[src/common/display_pkg.sv]
package display_pkg;

    //////////////////////////////////////////////////
    // widths
    localparam int COORD_W = 11;                    // pixel coordinate
    localparam int PIXEL_W = 24;                    // rgb888 word
    localparam int SLOT_W  = 8;                     // one bit per mole slot
    localparam int ROUND_W = 2;
    localparam int POINT_W = 6;
    localparam int TENS_W  = 3;                     // tens of 0..63 fit in 3 bits
    localparam int DIGIT_W = 4;

    //////////////////////////////////////////////////
    // screen and digit cell
    localparam logic [COORD_W-1:0] H_DISP    = 11'd1280;
    localparam logic [COORD_W-1:0] V_DISP    = 11'd720;
    localparam logic [COORD_W-1:0] CELL_W    = 11'd32;
    localparam logic [COORD_W-1:0] CELL_H    = 11'd50;
    localparam logic [COORD_W-1:0] SEG_T     = 11'd4;   // segment thickness
    localparam logic [COORD_W-1:0] SEG_SPLIT = 11'd25;  // upper/lower half
    localparam logic [COORD_W-1:0] MID_Y0    = 11'd23;  // top row of segment g

    // play screen, a 4x2 grid of 320 pixel slots
    localparam logic [COORD_W-1:0] SLOT_PITCH        = H_DISP / 4;
    localparam logic [COORD_W-1:0] GRID_LINES_BOTTOM = 2 * SLOT_PITCH + 1;
    localparam logic [COORD_W-1:0] MOLE_W            = 11'd200;
    localparam logic [COORD_W-1:0] MOLE_H            = 11'd200;
    localparam logic [COORD_W-1:0] STATUS_Y0         = 11'd655;
    localparam logic [COORD_W-1:0] ROUND_X0          = 11'd320;
    localparam logic [COORD_W-1:0] PLAY_SCORE_X0     = 11'd960;

    // game-over screen
    localparam logic [COORD_W-1:0] OVER_MOLE_X0  = 11'd540;
    localparam logic [COORD_W-1:0] OVER_MOLE_Y0  = 11'd160;
    localparam logic [COORD_W-1:0] OVER_SCORE_X0 = 11'd672;
    localparam logic [COORD_W-1:0] OVER_SCORE_Y0 = 11'd360;

    // start screen, banner box centred on the display
    localparam logic [COORD_W-1:0] START_W  = 11'd180;
    localparam logic [COORD_W-1:0] START_H  = 11'd60;
    localparam logic [COORD_W-1:0] START_X0 = H_DISP / 2 - START_W / 2;
    localparam logic [COORD_W-1:0] START_Y0 = V_DISP / 2 - START_H / 2;

    //////////////////////////////////////////////////
    // colours
    localparam logic [PIXEL_W-1:0] WHITE      = 24'hffffff;
    localparam logic [PIXEL_W-1:0] RED        = 24'hff0c00;
    localparam logic [PIXEL_W-1:0] MOLE_BROWN = 24'h8b4513;
    localparam logic [PIXEL_W-1:0] START_BLUE = 24'h2050c0;
    localparam logic [PIXEL_W-1:0] INK        = 24'h000000;

endpackage
[src/hdl/video_display.sv]
module video_display
(
    input  logic                            pixel_clk,
    input  logic                            arst_n,
    input  logic                            ini,
    input  logic                            en,
    input  logic [display_pkg::SLOT_W-1:0]  led,
    input  logic [display_pkg::ROUND_W-1:0] round,
    input  logic [display_pkg::POINT_W-1:0] point,
    input  logic [display_pkg::COORD_W-1:0] pixel_xpos,
    input  logic [display_pkg::COORD_W-1:0] pixel_ypos,
    output logic [display_pkg::PIXEL_W-1:0] pixel_data
);

    logic [display_pkg::TENS_W-1:0]  tens;
    logic [display_pkg::DIGIT_W-1:0] ones;

    logic                            play_grid_hit;
    logic                            play_mole_hit;
    logic                            play_digit_hit;
    logic [display_pkg::DIGIT_W-1:0] play_digit;
    logic [display_pkg::COORD_W-1:0] play_cell_x;
    logic [display_pkg::COORD_W-1:0] play_cell_y;

    logic                            over_mole_hit;
    logic                            over_digit_hit;
    logic [display_pkg::DIGIT_W-1:0] over_digit;
    logic [display_pkg::COORD_W-1:0] over_cell_x;
    logic [display_pkg::COORD_W-1:0] over_cell_y;

    logic                            show_start;    // stage 1 screen select
    logic                            show_over;
    logic                            start_hit;
    logic [display_pkg::DIGIT_W-1:0] glyph_digit;
    logic [display_pkg::COORD_W-1:0] glyph_x;
    logic [display_pkg::COORD_W-1:0] glyph_y;
    logic                            glyph_lit;

    bin_to_bcd u_bin_to_bcd
    (
        .point (point),
        .tens  (tens),
        .ones  (ones)
    );

    play_layout u_play_layout
    (
        .pixel_clk  (pixel_clk),
        .arst_n     (arst_n),
        .pixel_xpos (pixel_xpos),
        .pixel_ypos (pixel_ypos),
        .led        (led),
        .round      (round),
        .tens       (tens),
        .ones       (ones),
        .grid_hit   (play_grid_hit),
        .mole_hit   (play_mole_hit),
        .digit_hit  (play_digit_hit),
        .digit      (play_digit),
        .cell_x     (play_cell_x),
        .cell_y     (play_cell_y)
    );

    over_layout u_over_layout
    (
        .pixel_clk  (pixel_clk),
        .arst_n     (arst_n),
        .pixel_xpos (pixel_xpos),
        .pixel_ypos (pixel_ypos),
        .tens       (tens),
        .ones       (ones),
        .mole_hit   (over_mole_hit),
        .digit_hit  (over_digit_hit),
        .digit      (over_digit),
        .cell_x     (over_cell_x),
        .cell_y     (over_cell_y)
    );

    //////////////////////////////////////////////////
    // stage 1, screen select and start banner box
    always_ff @(posedge pixel_clk or negedge arst_n)
    begin
        if (!arst_n)
        begin
            show_start <= 1'b0;
            show_over  <= 1'b0;
            start_hit  <= 1'b0;
        end
        else
        begin
            show_start <= ini;
            show_over  <= !ini && ((round == '0) || !en);   // game over
            start_hit  <= (pixel_xpos >= display_pkg::START_X0) &&
                          (pixel_xpos <  display_pkg::START_X0 + display_pkg::START_W) &&
                          (pixel_ypos >= display_pkg::START_Y0) &&
                          (pixel_ypos <  display_pkg::START_Y0 + display_pkg::START_H);
        end
    end

    //////////////////////////////////////////////////
    // stage 2, glyph lookup and colour
    assign glyph_digit = show_over ? over_digit  : play_digit;
    assign glyph_x     = show_over ? over_cell_x : play_cell_x;
    assign glyph_y     = show_over ? over_cell_y : play_cell_y;

    digit_glyph u_digit_glyph
    (
        .digit  (glyph_digit),
        .cell_x (glyph_x),
        .cell_y (glyph_y),
        .lit    (glyph_lit)
    );

    always_ff @(posedge pixel_clk or negedge arst_n)
    begin
        if (!arst_n)
            pixel_data <= display_pkg::WHITE;
        else if (show_start)
            pixel_data <= start_hit ? display_pkg::START_BLUE : display_pkg::WHITE;
        else if (show_over ? over_mole_hit : play_mole_hit)
            pixel_data <= display_pkg::MOLE_BROWN;
        else if (!show_over && play_grid_hit)
            pixel_data <= display_pkg::RED;           // layout keeps grid and mole exclusive
        else if ((show_over ? over_digit_hit : play_digit_hit) && glyph_lit)
            pixel_data <= display_pkg::INK;
        else
            pixel_data <= display_pkg::WHITE;
    end

endmodule

[src/playfield/over_layout.sv]
module over_layout
(
    input  logic                            pixel_clk,
    input  logic                            arst_n,
    input  logic [display_pkg::COORD_W-1:0] pixel_xpos,
    input  logic [display_pkg::COORD_W-1:0] pixel_ypos,
    input  logic [display_pkg::TENS_W-1:0]  tens,
    input  logic [display_pkg::DIGIT_W-1:0] ones,
    output logic                            mole_hit,
    output logic                            digit_hit,
    output logic [display_pkg::DIGIT_W-1:0] digit,
    output logic [display_pkg::COORD_W-1:0] cell_x,
    output logic [display_pkg::COORD_W-1:0] cell_y
);

    logic in_mole;
    logic in_score_row;
    logic in_tens;
    logic in_ones;

    assign in_mole = (pixel_xpos >= display_pkg::OVER_MOLE_X0) &&
                     (pixel_xpos <  display_pkg::OVER_MOLE_X0 + display_pkg::MOLE_W) &&
                     (pixel_ypos >= display_pkg::OVER_MOLE_Y0) &&
                     (pixel_ypos <  display_pkg::OVER_MOLE_Y0 + display_pkg::MOLE_H);

    assign in_score_row = (pixel_ypos >= display_pkg::OVER_SCORE_Y0) &&
                          (pixel_ypos <  display_pkg::OVER_SCORE_Y0 + display_pkg::CELL_H);

    assign in_tens = in_score_row && (pixel_xpos >= display_pkg::OVER_SCORE_X0) &&
                     (pixel_xpos < display_pkg::OVER_SCORE_X0 + display_pkg::CELL_W);
    assign in_ones = in_score_row &&
                     (pixel_xpos >= display_pkg::OVER_SCORE_X0 + display_pkg::CELL_W) &&
                     (pixel_xpos <  display_pkg::OVER_SCORE_X0 + 2 * display_pkg::CELL_W);

    //////////////////////////////////////////////////
    // stage 1 registers
    always_ff @(posedge pixel_clk or negedge arst_n)
    begin
        if (!arst_n)
        begin
            mole_hit  <= 1'b0;
            digit_hit <= 1'b0;
        end
        else
        begin
            mole_hit  <= in_mole;
            digit_hit <= in_tens || in_ones;
        end
    end

    always_ff @(posedge pixel_clk)
    begin
        if (in_tens)
        begin
            digit  <= (tens == '0) ? {display_pkg::DIGIT_W{1'b1}}   // leading zero stays blank
                                   : display_pkg::DIGIT_W'(tens);
            cell_x <= pixel_xpos - display_pkg::OVER_SCORE_X0;
        end
        else
        begin
            digit  <= ones;
            cell_x <= pixel_xpos - display_pkg::OVER_SCORE_X0 - display_pkg::CELL_W;
        end
        cell_y <= pixel_ypos - display_pkg::OVER_SCORE_Y0;
    end

endmodule

[src/playfield/play_layout.sv]
module play_layout
(
    input  logic                            pixel_clk,
    input  logic                            arst_n,
    input  logic [display_pkg::COORD_W-1:0] pixel_xpos,
    input  logic [display_pkg::COORD_W-1:0] pixel_ypos,
    input  logic [display_pkg::SLOT_W-1:0]  led,
    input  logic [display_pkg::ROUND_W-1:0] round,
    input  logic [display_pkg::TENS_W-1:0]  tens,
    input  logic [display_pkg::DIGIT_W-1:0] ones,
    output logic                            grid_hit,
    output logic                            mole_hit,
    output logic                            digit_hit,
    output logic [display_pkg::DIGIT_W-1:0] digit,
    output logic [display_pkg::COORD_W-1:0] cell_x,
    output logic [display_pkg::COORD_W-1:0] cell_y
);

    logic [1:0]                      mole_col;
    logic                            mole_row;
    logic [display_pkg::COORD_W-1:0] mole_x0;
    logic [display_pkg::COORD_W-1:0] mole_y0;
    logic                            in_grid;
    logic                            in_mole;
    logic                            in_status;     // status digit row
    logic                            in_round;
    logic                            in_tens;
    logic                            in_ones;
    logic [display_pkg::DIGIT_W-1:0] next_digit;
    logic [display_pkg::COORD_W-1:0] next_cell_x;

    //////////////////////////////////////////////////
    // mole slot from led, highest set bit wins
    always_comb
    begin
        mole_col = 2'd0;
        mole_row = 1'b0;
        for (int i = 0; i < display_pkg::SLOT_W; i++)
        begin
            if (led[i])
            begin
                mole_col = 2'(3 - (i % 4));     // bit 7 -> col 0, bit 4 -> col 3
                mole_row = (i < 4);              // low nibble is the bottom row
            end
        end
    end

    // box sits centred in its 320x320 slot
    assign mole_x0 = display_pkg::SLOT_PITCH * mole_col +
                     (display_pkg::SLOT_PITCH - display_pkg::MOLE_W) / 2;
    assign mole_y0 = display_pkg::SLOT_PITCH * mole_row +
                     (display_pkg::SLOT_PITCH - display_pkg::MOLE_H) / 2;

    //////////////////////////////////////////////////
    // element hit tests
    always_comb
    begin
        in_grid = 1'b0;
        for (int k = 1; k <= 3; k++)
        begin
            if ((pixel_xpos >= display_pkg::SLOT_PITCH * k - 2) &&
                (pixel_xpos <  display_pkg::SLOT_PITCH * k + 1) &&
                (pixel_ypos <  display_pkg::GRID_LINES_BOTTOM))
            begin
                in_grid = 1'b1;                  // vertical bars
            end
            if ((k < 3) &&
                (pixel_ypos >= display_pkg::SLOT_PITCH * k - 2) &&
                (pixel_ypos <  display_pkg::SLOT_PITCH * k + 1))
            begin
                in_grid = 1'b1;                  // horizontal bars, full width
            end
        end
    end

    assign in_mole = (|led) &&
                     (pixel_xpos >= mole_x0) && (pixel_xpos < mole_x0 + display_pkg::MOLE_W) &&
                     (pixel_ypos >= mole_y0) && (pixel_ypos < mole_y0 + display_pkg::MOLE_H);

    assign in_status = (pixel_ypos >= display_pkg::STATUS_Y0) &&
                       (pixel_ypos <  display_pkg::STATUS_Y0 + display_pkg::CELL_H);
    assign in_round  = in_status && (pixel_xpos >= display_pkg::ROUND_X0) &&
                       (pixel_xpos < display_pkg::ROUND_X0 + display_pkg::CELL_W);
    assign in_tens   = in_status && (pixel_xpos >= display_pkg::PLAY_SCORE_X0) &&
                       (pixel_xpos < display_pkg::PLAY_SCORE_X0 + display_pkg::CELL_W);
    assign in_ones   = in_status && (pixel_xpos >= display_pkg::PLAY_SCORE_X0 + display_pkg::CELL_W) &&
                       (pixel_xpos < display_pkg::PLAY_SCORE_X0 + 2 * display_pkg::CELL_W);

    // digit value and cell origin of whichever status cell is hit
    always_comb
    begin
        if (in_round)
        begin
            next_digit  = display_pkg::DIGIT_W'(round);
            next_cell_x = pixel_xpos - display_pkg::ROUND_X0;
        end
        else if (in_tens)
        begin
            next_digit  = (tens == '0) ? {display_pkg::DIGIT_W{1'b1}}    // blank code
                                       : display_pkg::DIGIT_W'(tens);
            next_cell_x = pixel_xpos - display_pkg::PLAY_SCORE_X0;
        end
        else
        begin
            next_digit  = ones;
            next_cell_x = pixel_xpos - display_pkg::PLAY_SCORE_X0 - display_pkg::CELL_W;
        end
    end

    //////////////////////////////////////////////////
    // stage 1 registers
    always_ff @(posedge pixel_clk or negedge arst_n)
    begin
        if (!arst_n)
        begin
            grid_hit  <= 1'b0;
            mole_hit  <= 1'b0;
            digit_hit <= 1'b0;
        end
        else
        begin
            grid_hit  <= in_grid;
            mole_hit  <= in_mole && !in_grid;
            digit_hit <= (in_round || in_tens || in_ones) && !in_grid && !in_mole;
        end
    end

    always_ff @(posedge pixel_clk)
    begin
        digit  <= next_digit;
        cell_x <= next_cell_x;
        cell_y <= pixel_ypos - display_pkg::STATUS_Y0;
    end

endmodule

[src/hdl/digit_glyph.sv]
module digit_glyph
(
    input  logic [display_pkg::DIGIT_W-1:0] digit,
    input  logic [display_pkg::COORD_W-1:0] cell_x,
    input  logic [display_pkg::COORD_W-1:0] cell_y,
    output logic                            lit
);

    logic [6:0] seg_on;     // {a, b, c, d, e, f, g}
    logic [6:0] seg_area;   // pixel lies inside that segment, same order
    logic       col_mid;
    logic       col_left;
    logic       col_right;
    logic       row_upper;
    logic       row_lower;

    // standard seven-segment sets, codes above 9 stay dark
    always_comb
    begin
        case (digit)
            4'd0:    seg_on = 7'b1111110;
            4'd1:    seg_on = 7'b0110000;
            4'd2:    seg_on = 7'b1101101;
            4'd3:    seg_on = 7'b1111001;
            4'd4:    seg_on = 7'b0110011;
            4'd5:    seg_on = 7'b1011011;
            4'd6:    seg_on = 7'b1011111;
            4'd7:    seg_on = 7'b1110000;
            4'd8:    seg_on = 7'b1111111;
            4'd9:    seg_on = 7'b1111011;
            default: seg_on = 7'b0000000;
        endcase
    end

    assign col_mid   = (cell_x >= display_pkg::SEG_T) &&
                       (cell_x <  display_pkg::CELL_W - display_pkg::SEG_T);
    assign col_left  = (cell_x <  display_pkg::SEG_T);
    assign col_right = (cell_x >= display_pkg::CELL_W - display_pkg::SEG_T) &&
                       (cell_x <  display_pkg::CELL_W);
    assign row_upper = (cell_y <  display_pkg::SEG_SPLIT);
    assign row_lower = (cell_y >= display_pkg::SEG_SPLIT) && (cell_y < display_pkg::CELL_H);

    assign seg_area[6] = col_mid && (cell_y < display_pkg::SEG_T);                 // a
    assign seg_area[5] = col_right && row_upper;                                   // b
    assign seg_area[4] = col_right && row_lower;                                   // c
    assign seg_area[3] = col_mid && (cell_y >= display_pkg::CELL_H - display_pkg::SEG_T) &&
                         (cell_y < display_pkg::CELL_H);                           // d
    assign seg_area[2] = col_left && row_lower;                                    // e
    assign seg_area[1] = col_left && row_upper;                                    // f
    assign seg_area[0] = col_mid && (cell_y >= display_pkg::MID_Y0) &&
                         (cell_y < display_pkg::MID_Y0 + display_pkg::SEG_T);      // g

    assign lit = |(seg_on & seg_area);

endmodule

[src/hdl/bin_to_bcd.sv]
module bin_to_bcd
(
    input  logic [display_pkg::POINT_W-1:0] point,
    output logic [display_pkg::TENS_W-1:0]  tens,
    output logic [display_pkg::DIGIT_W-1:0] ones
);

    logic [display_pkg::TENS_W+display_pkg::DIGIT_W-1:0] bcd;   // {tens, ones}

    // double dabble, one input bit per step
    // the tens nibble stays below 5 before the last shift for a 6-bit input,
    // so only the ones nibble ever needs the add-3 correction
    always_comb
    begin
        bcd = '0;
        for (int i = display_pkg::POINT_W - 1; i >= 0; i--)
        begin
            if (bcd[display_pkg::DIGIT_W-1:0] >= 4'd5)
            begin
                bcd[display_pkg::DIGIT_W-1:0] = bcd[display_pkg::DIGIT_W-1:0] + 4'd3;
            end
            bcd = {bcd[display_pkg::TENS_W+display_pkg::DIGIT_W-2:0], point[i]};
        end
    end

    assign tens = bcd[display_pkg::DIGIT_W +: display_pkg::TENS_W];
    assign ones = bcd[display_pkg::DIGIT_W-1:0];

endmodule

[config.mk]
export PLATFORM = sky130hd
export DESIGN_NAME = video_display
export DESIGN_NICKNAME = d
export VERILOG_FILES = /design/src/common/display_pkg.sv /design/src/hdl/video_display.sv /design/src/playfield/over_layout.sv /design/src/playfield/play_layout.sv /design/src/hdl/digit_glyph.sv /design/src/hdl/bin_to_bcd.sv
export SDC_FILE = /design/constraint.sdc
export NUM_CORES = 1
export LEC_CHECK = 0
export BUFFER_PORTS_ARGS = -buffer_cell sky130_fd_sc_hd__buf_4
export CAP_MARGIN = 20
export CORE_UTILIZATION = 36
export CTS_CLUSTER_SIZE = 16
export DETAILED_ROUTE_END_ITERATION = 8
export GPL_ROUTABILITY_DRIVEN = 0
export REMOVE_ABC_BUFFERS = 1
export SLEW_MARGIN = 20
export SYNTH_ARGS = -nofsm -noshare
export SYNTH_HDL_FRONTEND = slang
export SYNTH_SLANG_ARGS = --single-unit
[constraint.sdc]
create_clock -name pixel_clk -period 4.4 [get_ports pixel_clk]
set_input_delay 0.44 -clock pixel_clk [delete_from_list [all_inputs] [get_ports pixel_clk]]
set_output_delay 0.44 -clock pixel_clk [all_outputs]
set_load 0.02 [all_outputs]
==> metrics.sh, run 1 <==
CTS_TREE='built'
GRT_MAX_DEGREE=42
DRT-PASS1-ITER-COUNT=4
ANTENNA_CELLS=0
GRT_OVERFLOW=0
LAYOUT.NETS=647
DETAIL_ROUTE.ITER0.VIOLATIONS=229
POST_SYNTH_INST_COUNT=529
YOSYSTOPAREACELLSHARE=0.202
GRT_FIRST_PASS_WIRELENGTH_MM=18.2
FINAL.MIN_CLOCK_PERIOD_NS=3.18
FINAL_INSTANCE_AREA_MM2=0.00527
FINAL-INSTANCE-COUNT-EXCL-FILL=740
SYNTH_CELL_TYPES=76
YOSYSSEQAREASHARE=0.288
TIMING.CRITICAL_PATH.TO_TYPE='register'
FLOORPLAN.DIE.HEIGHT_UM=113
MAX_CAP_VIOLATIONS=0
NUM_VIAS=4019
DIE_W_UM=113
HTREEDEPTH=3
VIA_COUNT_OF_THE_FIRST_GLOBAL_ROUTING_PASS=3818
HOLD_VIOL_FINAL=0
REQUIRED_TIME_OF_THE_WORST_SETUP_PATH_NS=4.63
PLACED_CELLS_INCL_TAPS=723
WORST_SKEW_PAIR.LATE_LATENCY_NS=0.32
ROUTE.DETAILED.WL_PER_INST_UM=14.9
IOPINCOUNT=66
DETAIL_ROUTE.DRC_VIOLATIONS=0
ANTENNA_VIOLATING_NETS_POST_ROUTE=0
FLOORPLAN_DIE_AREA_MM2=0.0128
INITIAL_CORE_UTIL=0.369
POST_SYNTH.CELL_AREA_AVG_UM2=8.42
CTS.REPAIR.RESIZED=0
ROWS=40
TOTAL_OF_ENDPOINTS_WITH_NEGATIVE_SETUP_SLACK_IN_THE_FINAL_REPORT=0
DPL.HPWL_MM=8.35
AREA_GROWTH_SYN_TO_LAYOUT_PCT=18.4
SLEW-LIMIT-HEADROOM=0.400
CLOCK_TREE.BUFFER_DEPTH=2
SYNTH_TOP_AREA_CELL='sky130_fd_sc_hd__dfxtp_1'
WORST-SETUP-PATH-TYPE='register to register'
DETAILED_PLACE.AREA_MM2=0.00492
ASYNCSETRESETFLOPFRACSYNTH=0.250
WORST_SETUP_HOLD_PATH_CLK_SLEW_NS=0.05
FINALWIRELENGTH_MM=11.0
MAX_CLOCK_FREQ_GHz=0.314
YOSYSWARNINGS=0
CTS_ROOT_BUFFER='sky130_fd_sc_hd__clkbuf_16'
FINAL_LAYOUT_SIZE_SUFFIX_GT1_FRAC=0.185
PWR_DENSITY_CELL_mW_PER_MM2=348
CORE_AREA_MM2=0.0121
YS_SEQ_ELEMENTS=60
CRITPATHARRIVALTIME_NS=3.41
SLEW_VIOLATIONS=0
SYN_AREA_MM2=0.00446
UNREPAIRED_SETUP_ENDPOINTS_AFTER_GLOBAL_ROUTING='no'
POWER.STATIC_LEAKAGE_nW=2.23
PATH_MAX_FANOUT=41
NETLIST_TOP_CELLS_AREA='sky130_fd_sc_hd__dfxtp_1 20%, sky130_fd_sc_hd__ha_1 11%, sky130_fd_sc_hd__dfrtp_1 4.5%'
AVGVIACOUNTPERCELL=5.43
ANTENNA_FOUND_INITIAL=0
NUMCLOCKSINKS=60
CTS_BUFFERS=9
TIGHTESTPINTRANSITION_NS=0.889
SYNTH_ENABLE_FLOP_CELLS=0
POWER.TOTAL_mW=1.83
FINAL.PERIOD_UTILIZATION=0.723
PEAKVDDDROP_V=0.000165
YS_DOMINANT_REG_CELL='sky130_fd_sc_hd__dfxtp_1'
FINALSETUPTNS_NS=0
RUN_STATUS='completed'
OVERALL_GLOBAL_ROUTING_USAGE=0.175
WORST_MIN_PATH_CLASS='primary input to register'
PLACE.PORT_BUFFERS=65
STARTPOINT_TYPE_OF_THE_WORST_SETUP_PATH='register'
FINALCLOCKSKEW_NS=0.00661
-- state kept, by name, indices dropped and copies added, names as in the netlist --
| register | cells |
|---|---|
| pixel_data | 7 |
| show_over | 1 |
| show_start | 1 |
| start_hit | 1 |
| u_over_layout.cell_x | 9 |
| u_over_layout.cell_y | 11 |
| u_over_layout.digit | 4 |
| u_over_layout.digit_hit | 1 |
| u_over_layout.mole_hit | 1 |
| u_play_layout.cell_x | 6 |
| u_play_layout.cell_y | 11 |
| u_play_layout.digit | 4 |
| u_play_layout.digit_hit | 1 |
| u_play_layout.grid_hit | 1 |
| u_play_layout.mole_hit | 1 |
-- report_power, final --
group / leakage, nW / switching, mW / internal [mW] / total, mW
Clock: 0.163 / 0.246 / 0.554 / 0.800
Sequential: 0.561 / 0.0321 / 0.600 / 0.632
Combinational: 1.50 / 0.229 / 0.173 / 0.403
Total: 2.23 / 0.508 / 1.33 / 1.83
-- critical path: stages, from the launching register on --
cell and delay, ns:
sky130_fd_sc_hd__dfrtp_1 0.36, sky130_fd_sc_hd__buf_4 0.39, sky130_fd_sc_hd__mux2i_1 0.42, sky130_fd_sc_hd__inv_1 0.16, sky130_fd_sc_hd__ha_1 0.26, sky130_fd_sc_hd__a211oi_1 0.25
sky130_fd_sc_hd__a211oi_1 0.10, sky130_fd_sc_hd__o31a_1 0.27, sky130_fd_sc_hd__o221ai_1 0.36, sky130_fd_sc_hd__a21boi_0 0.37, sky130_fd_sc_hd__o21ai_0 0.14
-- stage by stage --
step,utilization,hold slack [ns],setup slack (ns)
3_3_place_gp,0.408,0.301,1.19
5_1_grt,0.437,0.227,0.881
2_1_floorplan,-,0.144,1.30
4_1_cts,0.437,0.232,1.25
6_report,0.437,0.242,1.22
3_5_place_dp,0.408,0.301,1.01
-- final cells by class --
class,count,area (um^2)
timing repair buffer,67,505
sequential,60,1280
fill,1173,6790
tap,168,210
multi-input combinational,400,2820
inverter,29,109
clock inverter,6,111
clock buffer,10,229
-- synthesized netlist by cell type (4+ instances only) --
cell and number:
sky130_fd_sc_hd__nand4_1 5, sky130_fd_sc_hd__nand2_1 35, sky130_fd_sc_hd__o21ai_1 4, sky130_fd_sc_hd__buf_2 7
sky130_fd_sc_hd__clkbuf_1 12, sky130_fd_sc_hd__a22oi_1 7, sky130_fd_sc_hd__buf_4 17, sky130_fd_sc_hd__mux2i_1 12
sky130_fd_sc_hd__nand3b_1 4, sky130_fd_sc_hd__inv_1 29, sky130_fd_sc_hd__nor2_1 34, sky130_fd_sc_hd__ha_1 38
sky130_fd_sc_hd__and3_1 5, sky130_fd_sc_hd__dfstp_2 7, sky130_fd_sc_hd__or3_1 4, sky130_fd_sc_hd__or2_2 5
sky130_fd_sc_hd__dfxtp_1 45, sky130_fd_sc_hd__and2_1 4, sky130_fd_sc_hd__o21ai_0 34, sky130_fd_sc_hd__dfrtp_1 8
sky130_fd_sc_hd__o21a_1 6, sky130_fd_sc_hd__nor4_1 8, sky130_fd_sc_hd__xor2_1 9, sky130_fd_sc_hd__o31ai_1 4
sky130_fd_sc_hd__nor2b_1 8, sky130_fd_sc_hd__a211oi_1 7, sky130_fd_sc_hd__nand3_1 19, sky130_fd_sc_hd__nand2b_1 16
sky130_fd_sc_hd__a21oi_1 27, sky130_fd_sc_hd__xnor2_1 20, sky130_fd_sc_hd__nor3_1 10
-- worst paths after layout --
path	start	endpoint	slack, ns	cells after the start
setup / recovery	show_over$_DFF_PN0_	pixel_data[22]$_DFF_PN1_	1.22	10
hold / removal	ini	show_start$_DFF_PN0_	0.24	1
setup reg to reg	show_over$_DFF_PN0_	pixel_data[22]$_DFF_PN1_	1.22	10
hold reg to reg	start_hit$_DFF_PN0_	pixel_data[19]$_DFF_PN1_	0.50	1
max in group asynchronous	arst_n	pixel_data[14]$_DFF_PN1_	3.65	2
min in group asynchronous	arst_n	show_over$_DFF_PN0_	0.51	2
-- what timing repair did --
action,in CTS,in global routing
hold buffers,1,0
endpoints found under the hold margin,8,0
setup buffers,0,0
-- routing by layer --
| metal | share of wire | wire (um) | global-route usage | up-vias |
|---|---|---|---|---|
| met3 | 0.042 | 462 | 0.0332 | 16 |
| met1 | 0.47 | 5130 | 0.225 | 1868 |
| met4 | 0.015 | 164 | 0.0482 | 0 |
| met5 | 0 | 0 | 0 | - |
| met2 | 0.48 | 5270 | 0.301 | 139 |
| li1 | - | - | - | 1996 |
-- logic make-up after synthesis --
logic type / Yosys count / share of synthesized area
simple gates: 166 / 0.193
flops: 60 / 0.288
xor+xnor: 29 / 0.0570
mux: 16 / 0.0396
fa+ha+maj: 38 / 0.107
buf+inv: 69 / 0.0778
compound gates: 151 / 0.238
-- placed cells by master (no fill, tap or decap), types with 6 or more instances in the layout --
cell                         n
sky130_fd_sc_hd__clkbuf_16   9
sky130_fd_sc_hd__a211oi_1    7
sky130_fd_sc_hd__nand3_1    19
sky130_fd_sc_hd__buf_4      66
sky130_fd_sc_hd__ha_1       38
sky130_fd_sc_hd__nand2b_1   16
sky130_fd_sc_hd__dfrtp_1     8
sky130_fd_sc_hd__nor3_1     10
sky130_fd_sc_hd__nor2b_1     8
sky130_fd_sc_hd__nand2_1    35
sky130_fd_sc_hd__mux2i_1    12
sky130_fd_sc_hd__xor2_1      9
sky130_fd_sc_hd__dfxtp_1    45
sky130_fd_sc_hd__a22oi_1     7
sky130_fd_sc_hd__inv_1      29
sky130_fd_sc_hd__nor2_1     34
sky130_fd_sc_hd__o21ai_0    34
sky130_fd_sc_hd__a21oi_1    27
sky130_fd_sc_hd__dfstp_2     7
sky130_fd_sc_hd__o21a_1      6
sky130_fd_sc_hd__xnor2_1    20
sky130_fd_sc_hd__nor4_1      8
Power figures use the tool's default switching activity.
==> inputs of run 2 (changes only) <==
ABC_AREA = 1   (was default)
clock period = 2.6 ns   (was 4.4 ns; I/O delays follow)
==> metrics.sh, run 2 <==
WORST_PATH_MAX_DELAY_CELL='sky130_fd_sc_hd__o21ai_0'
MAX_CLOCK_FREQ_GHz=0.443
SLEW_VIOLATIONS=0
WORST_SKEW_PAIR.LATE_LATENCY_NS=0.32
SYNTH_SIMPLE_GATE_AREA_SHARE=0.346
POWER.NET_SWITCHING_mW=0.896
PWR_DENSITY_CELL_mW_PER_MM2=501
FINAL.MIN_CLOCK_PERIOD_NS=2.26
CTS_TREE='built'
GRT_OVERFLOW=0
POST_SYNTH_INST_COUNT=742
YS_SEQ_ELEMENTS=60
HTREEDEPTH=3
REG2REG_SETUP_SLACK_NS=0.34
HOLD_VIOL_FINAL=0
POST_SYNTH.CELL_AREA_AVG_UM2=6.60
SYNTH_ENABLE_FLOP_CELLS=0
NUMCLOCKSINKS=60
TIMING.CRITICAL_PATH.TO_TYPE='register'
COMB_POWER_SHARE=0.267
CRITPATHMAXSTAGEDELAY_NS=0.54
CP_CELL_SEQUENCE='o21ai_0, inv_1, ha_1, inv_1, nand3_1, nand2_1, nand2_1, a21oi_1, nand2_1, nand2_1, nand2_1, nand3_2, nand2_2, nand2_2, nand2_1'
POWER.STATIC_LEAKAGE_nW=2.96
MUXSHAREOFSYNTHAREA=0
CTS_ROOT_BUFFER='sky130_fd_sc_hd__clkbuf_16'
MAIN_COMBINATIONAL_CELL_FAMILY_BY_AREA_AFTER_SYNTHESIS='simple AND/OR/NAND/NOR gates'
MIN_DELAY_PATH_DEPTH=1
CTS_POST_SETUP_BUFFERS_INSERTED=0
BIGGESTREGSBYFLOPS='u_over_layout.cell_y (11), u_play_layout.cell_y (11), u_over_layout.cell_x (9)'
CTS_BUFFERS=9
CORE_AREA_MM2=0.0132
GRT_FIRST_PASS_WIRELENGTH_MM=19.5
PART_OF_THE_POWER_IN_REGISTERS=0.366
YOSYSMOSTFREQUENTCELL='sky130_fd_sc_hd__nand2_1'
TIGHTESTPINTRANSITION_NS=0.636
DETAIL_ROUTE.DRC_VIOLATIONS=0
STARTPOINT_TYPE_OF_THE_WORST_SETUP_PATH='register'
FINALWIRELENGTH_MM=11.8
ENDPOINT='pixel_data[14]$_DFF_PN1_'
ROUTE.DETAILED.WL_PER_INST_UM=12.1
MET3_LENGTH_UM=500
TOTAL_OF_ENDPOINTS_WITH_NEGATIVE_SETUP_SLACK_IN_THE_FINAL_REPORT=0
FLOORPLAN.DIE.HEIGHT_UM=119
SYNTH_TOP_AREA_CELL='sky130_fd_sc_hd__dfxtp_1'
DRT-PASS1-ITER-COUNT=5
REGTOREGENDPOINT='pixel_data[14]$_DFF_PN1_'
PWR-SHARE-CLK=0.367
TIMING.CRITICAL_PATH.BUF_INV=2
VIA_COUNT_OF_THE_FIRST_GLOBAL_ROUTING_PASS=4171
LAYOUT_COMMONEST_CELL='sky130_fd_sc_hd__nand2_1'
SYNTH_CELL_TYPES=49
CP-STARTPOINT='show_over$_DFF_PN0_'
SLEW-LIMIT-HEADROOM=0.571
WORST_SETUP_HOLD_PATH_CLK_SLEW_NS=0.05
GRT_MAX_DEGREE=21
RUN_STATUS='completed'
REG2REGPATHDEPTH=15
FLOORPLAN_DIE_AREA_MM2=0.0141
PLACE.PORT_BUFFERS=65
AREA_GROWTH_SYN_TO_LAYOUT_PCT=16.5
SYNTH-XOR-AREA-SHARE=0.0447
ANTENNA_VIOLATING_NETS_POST_ROUTE=0
SYNTHTOPCELLSBYCOUNT='215 x sky130_fd_sc_hd__nand2_1, 100 x sky130_fd_sc_hd__inv_1, 55 x sky130_fd_sc_hd__nor2_1'
ANTENNA_CELLS=0
SYN_AREA_MM2=0.00490
WORSTREG2REGSTART='show_over$_DFF_PN0_'
NUM_VIAS=4672
WIRELENGTH_MET1_MM=5.77
POSTCTSHOLDBUFS=1
FILLER_CELL_COUNT=1419
WORST_MIN_PATH_CLASS='primary input to register'
UNREPAIRED_SETUP_ENDPOINTS_AFTER_GLOBAL_ROUTING='no'
CP_TOP_FAMILY='compound AO/OA/AOI/OAI gates'
IOPINCOUNT=66
REQUIRED_TIME_OF_THE_WORST_SETUP_PATH_NS=2.85
INITIAL_CORE_UTIL=0.370
LAYOUT.NETS=874
DPL.HPWL_MM=9.45
DIE_W_UM=119
SYNTH-COMPOUND-AREA-SHARE=0.118
FINALSETUPTNS_NS=0
OVERALL_GLOBAL_ROUTING_USAGE=0.171
CRITPATHARRIVALTIME_NS=2.50
YOSYSSEQAREASHARE=0.262
MOST_USED_CELL_CP='sky130_fd_sc_hd__nand2_1'
SWITCHING_SHARE=0.313
YOSYSTOPAREACELLSHARE=0.184
SYNTH-ADDER-AREA-SHARE=0.0971
ASYNCSETRESETFLOPFRACSYNTH=0.250
CTS.REPAIR.RESIZED=0
PEAKVDDDROP_V=0.000289
LAYOUT.CELLS.MOST_COMMON_LIST='215 x sky130_fd_sc_hd__nand2_1, 100 x sky130_fd_sc_hd__inv_1, 68 x sky130_fd_sc_hd__buf_4'
WORST-PATH-STAGES=15
FINAL_LAYOUT_SIZE_SUFFIX_GT1_FRAC=0.175
YS_DOMINANT_REG_CELL='sky130_fd_sc_hd__dfxtp_1'
DETAIL_ROUTE.ITER0.VIOLATIONS=249
FINAL.PERIOD_UTILIZATION=0.868
HIGHEST_LAYER='met4'
CLOCK_TREE.BUFFER_DEPTH=2
NETLIST_TOP_CELLS_AREA='sky130_fd_sc_hd__dfxtp_1 18%, sky130_fd_sc_hd__nand2_1 16%, sky130_fd_sc_hd__ha_1 9.7%'
WORST-SETUP-PATH-TYPE='register to register'
POWER.INTERNAL_mW=1.97
YOSYSWARNINGS=0
FINALCLOCKSKEW_NS=0.00495
MAX_CAP_VIOLATIONS=0
ANTENNA_FOUND_INITIAL=0
ROWS=42
CORE_UTIL_FINAL=0.431
AVGVIACOUNTPERCELL=4.79
WORST_HOLD_START='ini'
MET2ROUTEDLENGTH_MM=5.30
PATH_MAX_FANOUT=5
-- run 2: cell types whose count changed after synthesis, moves of 9 or more --
cell                       before  now
sky130_fd_sc_hd__mux2i_1       12    0
sky130_fd_sc_hd__inv_1         29  100
sky130_fd_sc_hd__nand2_1       35  215
sky130_fd_sc_hd__nand3_1       19   51
sky130_fd_sc_hd__xnor2_1       20    4
sky130_fd_sc_hd__xor2_1         9   21
sky130_fd_sc_hd__nand2b_1      16    0
sky130_fd_sc_hd__clkbuf_1      12    0
sky130_fd_sc_hd__inv_2          0   16
sky130_fd_sc_hd__nor2_1        34   55
sky130_fd_sc_hd__o21ai_1        4   13
-- run 2: layout make-up --
class	count	area, um^2	area share
Sequential cell	60	1280	0.225
Clock inverter	4	25.0	0.00439
Multi-Input combinational cell	537	2970	0.521
Timing Repair Buffer	69	520	0.0912
Clock buffer	12	246	0.0432
Tap cell	176	220	0.0386
Inverter	117	439	0.0770
-- run 2: stage by stage --
step / setup slack, ns / hold slack, ns / power, mW / cell area (um^2) / std cells
floorplan: 0.144 / -0.0356 / 1.57 / 4690 / 714
CTS: 0.349 / 0.0480 / 2.90 / 5710 / 975
global route: 0.0878 / 0.0476 / 3.05 / 5710 / 975
global placement: 0.251 / 0.131 / 1.82 / 5430 / 958
finish: 0.343 / 0.0600 / 2.86 / 5710 / 975
detailed placement: 0.276 / 0.132 / 1.83 / 5430 / 958
-- run 2: how the worst min path moves through the flow --
stage,endpoint
6_report,show_start$_DFF_PN0_
3_3_place_gp,show_start$_DFF_PN0_
3_5_place_dp,show_start$_DFF_PN0_
5_1_grt,show_start$_DFF_PN0_
2_1_floorplan,show_over$_DFF_PN0_
4_1_cts,show_start$_DFF_PN0_
-- run 2: logic make-up after synthesis --
logic type,after synthesis
AND/OR/NAND/NOR,379
adder cells (fa/ha/maj),38
XOR/XNOR,25
buffers and inverters,145
AO/OA/AOI/OAI,95
flip-flops,60
-- run 2: power by group through the flow --
| stage | sequential, mW | clock, mW | combinational [mW] |
|---|---|---|---|
| finish | 1.05 | 1.05 | 0.763 |
| global route | 1.06 | 1.12 | 0.866 |
| CTS | 1.05 | 1.08 | 0.765 |
| detailed placement | 1.07 | 0 | 0.759 |
| global placement | 1.06 | 0 | 0.761 |
| floorplan | 1.09 | 0 | 0.479 |
-- run 2: layer usage --
metal,GRT usage,up-vias
met3,0.0261,16
li1,-,2448
met4,0.0704,0
met2,0.273,133
met5,0,-
met1,0.230,2075
==> inputs of run 3 (changes only) <==
RECOVER_POWER = 100   (was default)
==> metrics.sh, run 3 (synthesis gave the netlist of run 2 again) <==
DIE_W_UM=119
PWR-SHARE-CLK=0.371
COMB_POWER_SHARE=0.259
GRT_OVERFLOW=0
SWITCHING_SHARE=0.314
WORST_PATH_MAX_DELAY_CELL='sky130_fd_sc_hd__nand3b_1'
POWER.NET_SWITCHING_mW=0.887
NUMCLOCKSINKS=60
CLOCK_TREE.BUFFER_DEPTH=2
CRITPATHMAXSTAGEDELAY_NS=0.37
MIN_DELAY_PATH_DEPTH=1
ROUTE.DETAILED.WL_PER_INST_UM=12.2
PLACE.PORT_BUFFERS=65
CTS_ROOT_BUFFER='sky130_fd_sc_hd__clkbuf_16'
CORE_UTIL_FINAL=0.418
CP-STARTPOINT='pixel_ypos[4]'
FINALSETUPTNS_NS=0
RUN_STATUS='completed'
REQUIRED_TIME_OF_THE_WORST_SETUP_PATH_NS=2.81
TIMING.CRITICAL_PATH.BUF_INV=3
WORST_HOLD_START='ini'
TIMING.CRITICAL_PATH.TO_TYPE='register'
PART_OF_THE_POWER_IN_REGISTERS=0.370
PEAKVDDDROP_V=0.000287
SLEW-LIMIT-HEADROOM=0.432
CTS_TREE='built'
GRT_FIRST_PASS_WIRELENGTH_MM=19.5
WORSTREG2REGSTART='show_over$_DFF_PN0_'
SLEW_VIOLATIONS=0
DPL.HPWL_MM=9.45
DETAIL_ROUTE.ITER0.VIOLATIONS=238
UNREPAIRED_SETUP_ENDPOINTS_AFTER_GLOBAL_ROUTING='no'
WORST_SETUP_HOLD_PATH_CLK_SLEW_NS=0.05
WORST-PATH-STAGES=13
POWER.INTERNAL_mW=1.94
FINAL.MIN_CLOCK_PERIOD_NS=2.39
REG2REGPATHDEPTH=15
FILLER_CELL_COUNT=1468
MAX_CAP_VIOLATIONS=0
ANTENNA_FOUND_INITIAL=0
IOPINCOUNT=66
HOLD_VIOL_FINAL=0
MAX_CLOCK_FREQ_GHz=0.418
TOTAL_OF_ENDPOINTS_WITH_NEGATIVE_SETUP_SLACK_IN_THE_FINAL_REPORT=0
ANTENNA_CELLS=0
CRITPATHARRIVALTIME_NS=2.60
FLOORPLAN.DIE.HEIGHT_UM=119
DETAIL_ROUTE.DRC_VIOLATIONS=0
PATH_MAX_FANOUT=8
PWR_DENSITY_CELL_mW_PER_MM2=511
CORE_AREA_MM2=0.0132
HTREEDEPTH=3
VIA_COUNT_OF_THE_FIRST_GLOBAL_ROUTING_PASS=4171
LAYOUT.CELLS.MOST_COMMON_LIST='217 x sky130_fd_sc_hd__nand2_1, 101 x sky130_fd_sc_hd__inv_1, 57 x sky130_fd_sc_hd__nor2_1'
WORST_MIN_PATH_CLASS='primary input to register'
FINALCLOCKSKEW_NS=0.00460
ROWS=42
FLOORPLAN_DIE_AREA_MM2=0.0141
LAYOUT_COMMONEST_CELL='sky130_fd_sc_hd__nand2_1'
FINAL.PERIOD_UTILIZATION=0.921
FINAL_LAYOUT_SIZE_SUFFIX_GT1_FRAC=0.118
AREA_GROWTH_SYN_TO_LAYOUT_PCT=12.9
CTS.REPAIR.RESIZED=0
CTS_BUFFERS=9
OVERALL_GLOBAL_ROUTING_USAGE=0.171
CP_TOP_FAMILY='simple AND/OR/NAND/NOR gates'
GRT_MAX_DEGREE=21
AVGVIACOUNTPERCELL=4.82
NUM_VIAS=4699
BIGGESTREGSBYFLOPS='u_over_layout.cell_y (11), u_play_layout.cell_y (11), u_over_layout.cell_x (9)'
DRT-PASS1-ITER-COUNT=4
CP_CELL_SEQUENCE='clkbuf_1, inv_1, ha_1, inv_1, nor2_1, nor3_1, nand2_2, nand3b_1, nor2_4, nor2_4, o21ai_0, nand3_1, nor2_1'
LAYOUT.NETS=874
WORST-SETUP-PATH-TYPE='primary input to register'
POWER.STATIC_LEAKAGE_nW=2.82
STARTPOINT_TYPE_OF_THE_WORST_SETUP_PATH='primary input'
TIGHTESTPINTRANSITION_NS=0.852
INITIAL_CORE_UTIL=0.370
ANTENNA_VIOLATING_NETS_POST_ROUTE=0
FINALWIRELENGTH_MM=11.9
WORST_SKEW_PAIR.LATE_LATENCY_NS=0.32
-- run 3: cell count changes in the layout (fill, tap and decap cells not counted), sizes merged --
cell,change
buf,-33
clkbuf,+33
-- run 3: worst reg2reg max path: cells and delay by family, from the launching register on --
| family | cells | cell delay, ns |
|---|---|---|
| flops | 1 | 0.40 |
| compound gates | 3 | 0.77 |
| simple gates | 9 | 0.65 |
| buf+inv | 2 | 0.20 |
| fa+ha+maj | 1 | 0.21 |
-- run 3: worst paths after layout --
kind,end,slack (ns)
max in group asynchronous,u_over_layout.digit_hit$_DFF_PN0_,1.50
min in group asynchronous,u_play_layout.digit_hit$_DFF_PN0_,0.57
worst min register to register,pixel_data[8]$_DFF_PN1_,0.53
worst max-delay path,u_play_layout.digit_hit$_DFF_PN0_,0.21
worst max register to register,pixel_data[8]$_DFF_PN1_,0.30
worst min-delay path,show_start$_DFF_PN0_,0.08
-- run 3: power groups by stage --
stage	registers [mW]	clock network, mW	logic, mW
3_5_place_dp	1.07	0	0.759
2_1_floorplan	1.09	0	0.479
4_1_cts	1.05	1.08	0.765
3_3_place_gp	1.06	0	0.761
5_1_grt	1.05	1.12	0.833
6_report	1.05	1.05	0.731
-- run 3: layout make-up --
| type | instances | area (um^2) | share of cell area |
|---|---|---|---|
| clock buffers | 12 | 246 | 0.0446 |
| clock inverters | 4 | 25.0 | 0.00453 |
| inverters | 117 | 439 | 0.0794 |
| multi-input cells | 537 | 2910 | 0.527 |
| flip-flops and latches | 60 | 1280 | 0.232 |
| well taps | 176 | 220 | 0.0398 |
| repair buffers | 69 | 400 | 0.0724 |
-- run 3: timing repair --
action                    4_1_cts  5_1_grt
hold endpoints to repair        8        0
buffers inserted                0        0
hold buffers                    1        0
-- run 3: per-layer routing --
layer  vias to the layer above  GRT usage  routed length (um)
met5                         -          0                   0
met4                         0     0.0704                 237
met3                        16     0.0261                 555
met2                       152      0.273                5290
met1                      2085      0.230                5780
li1                       2446          -                   -
-- run 3: per-stage QoR --
stage	instances	area, um^2	power, mW	hold WS, ns	setup WS (ns)
2_1_floorplan	714	4690	1.57	-0.0356	0.144
3_3_place_gp	958	5430	1.82	0.131	0.251
3_5_place_dp	958	5430	1.83	0.132	0.276
4_1_cts	975	5710	2.90	0.0480	0.349
5_1_grt	975	5530	3.01	0.0731	0.0596
6_report	975	5530	2.82	0.0846	0.206
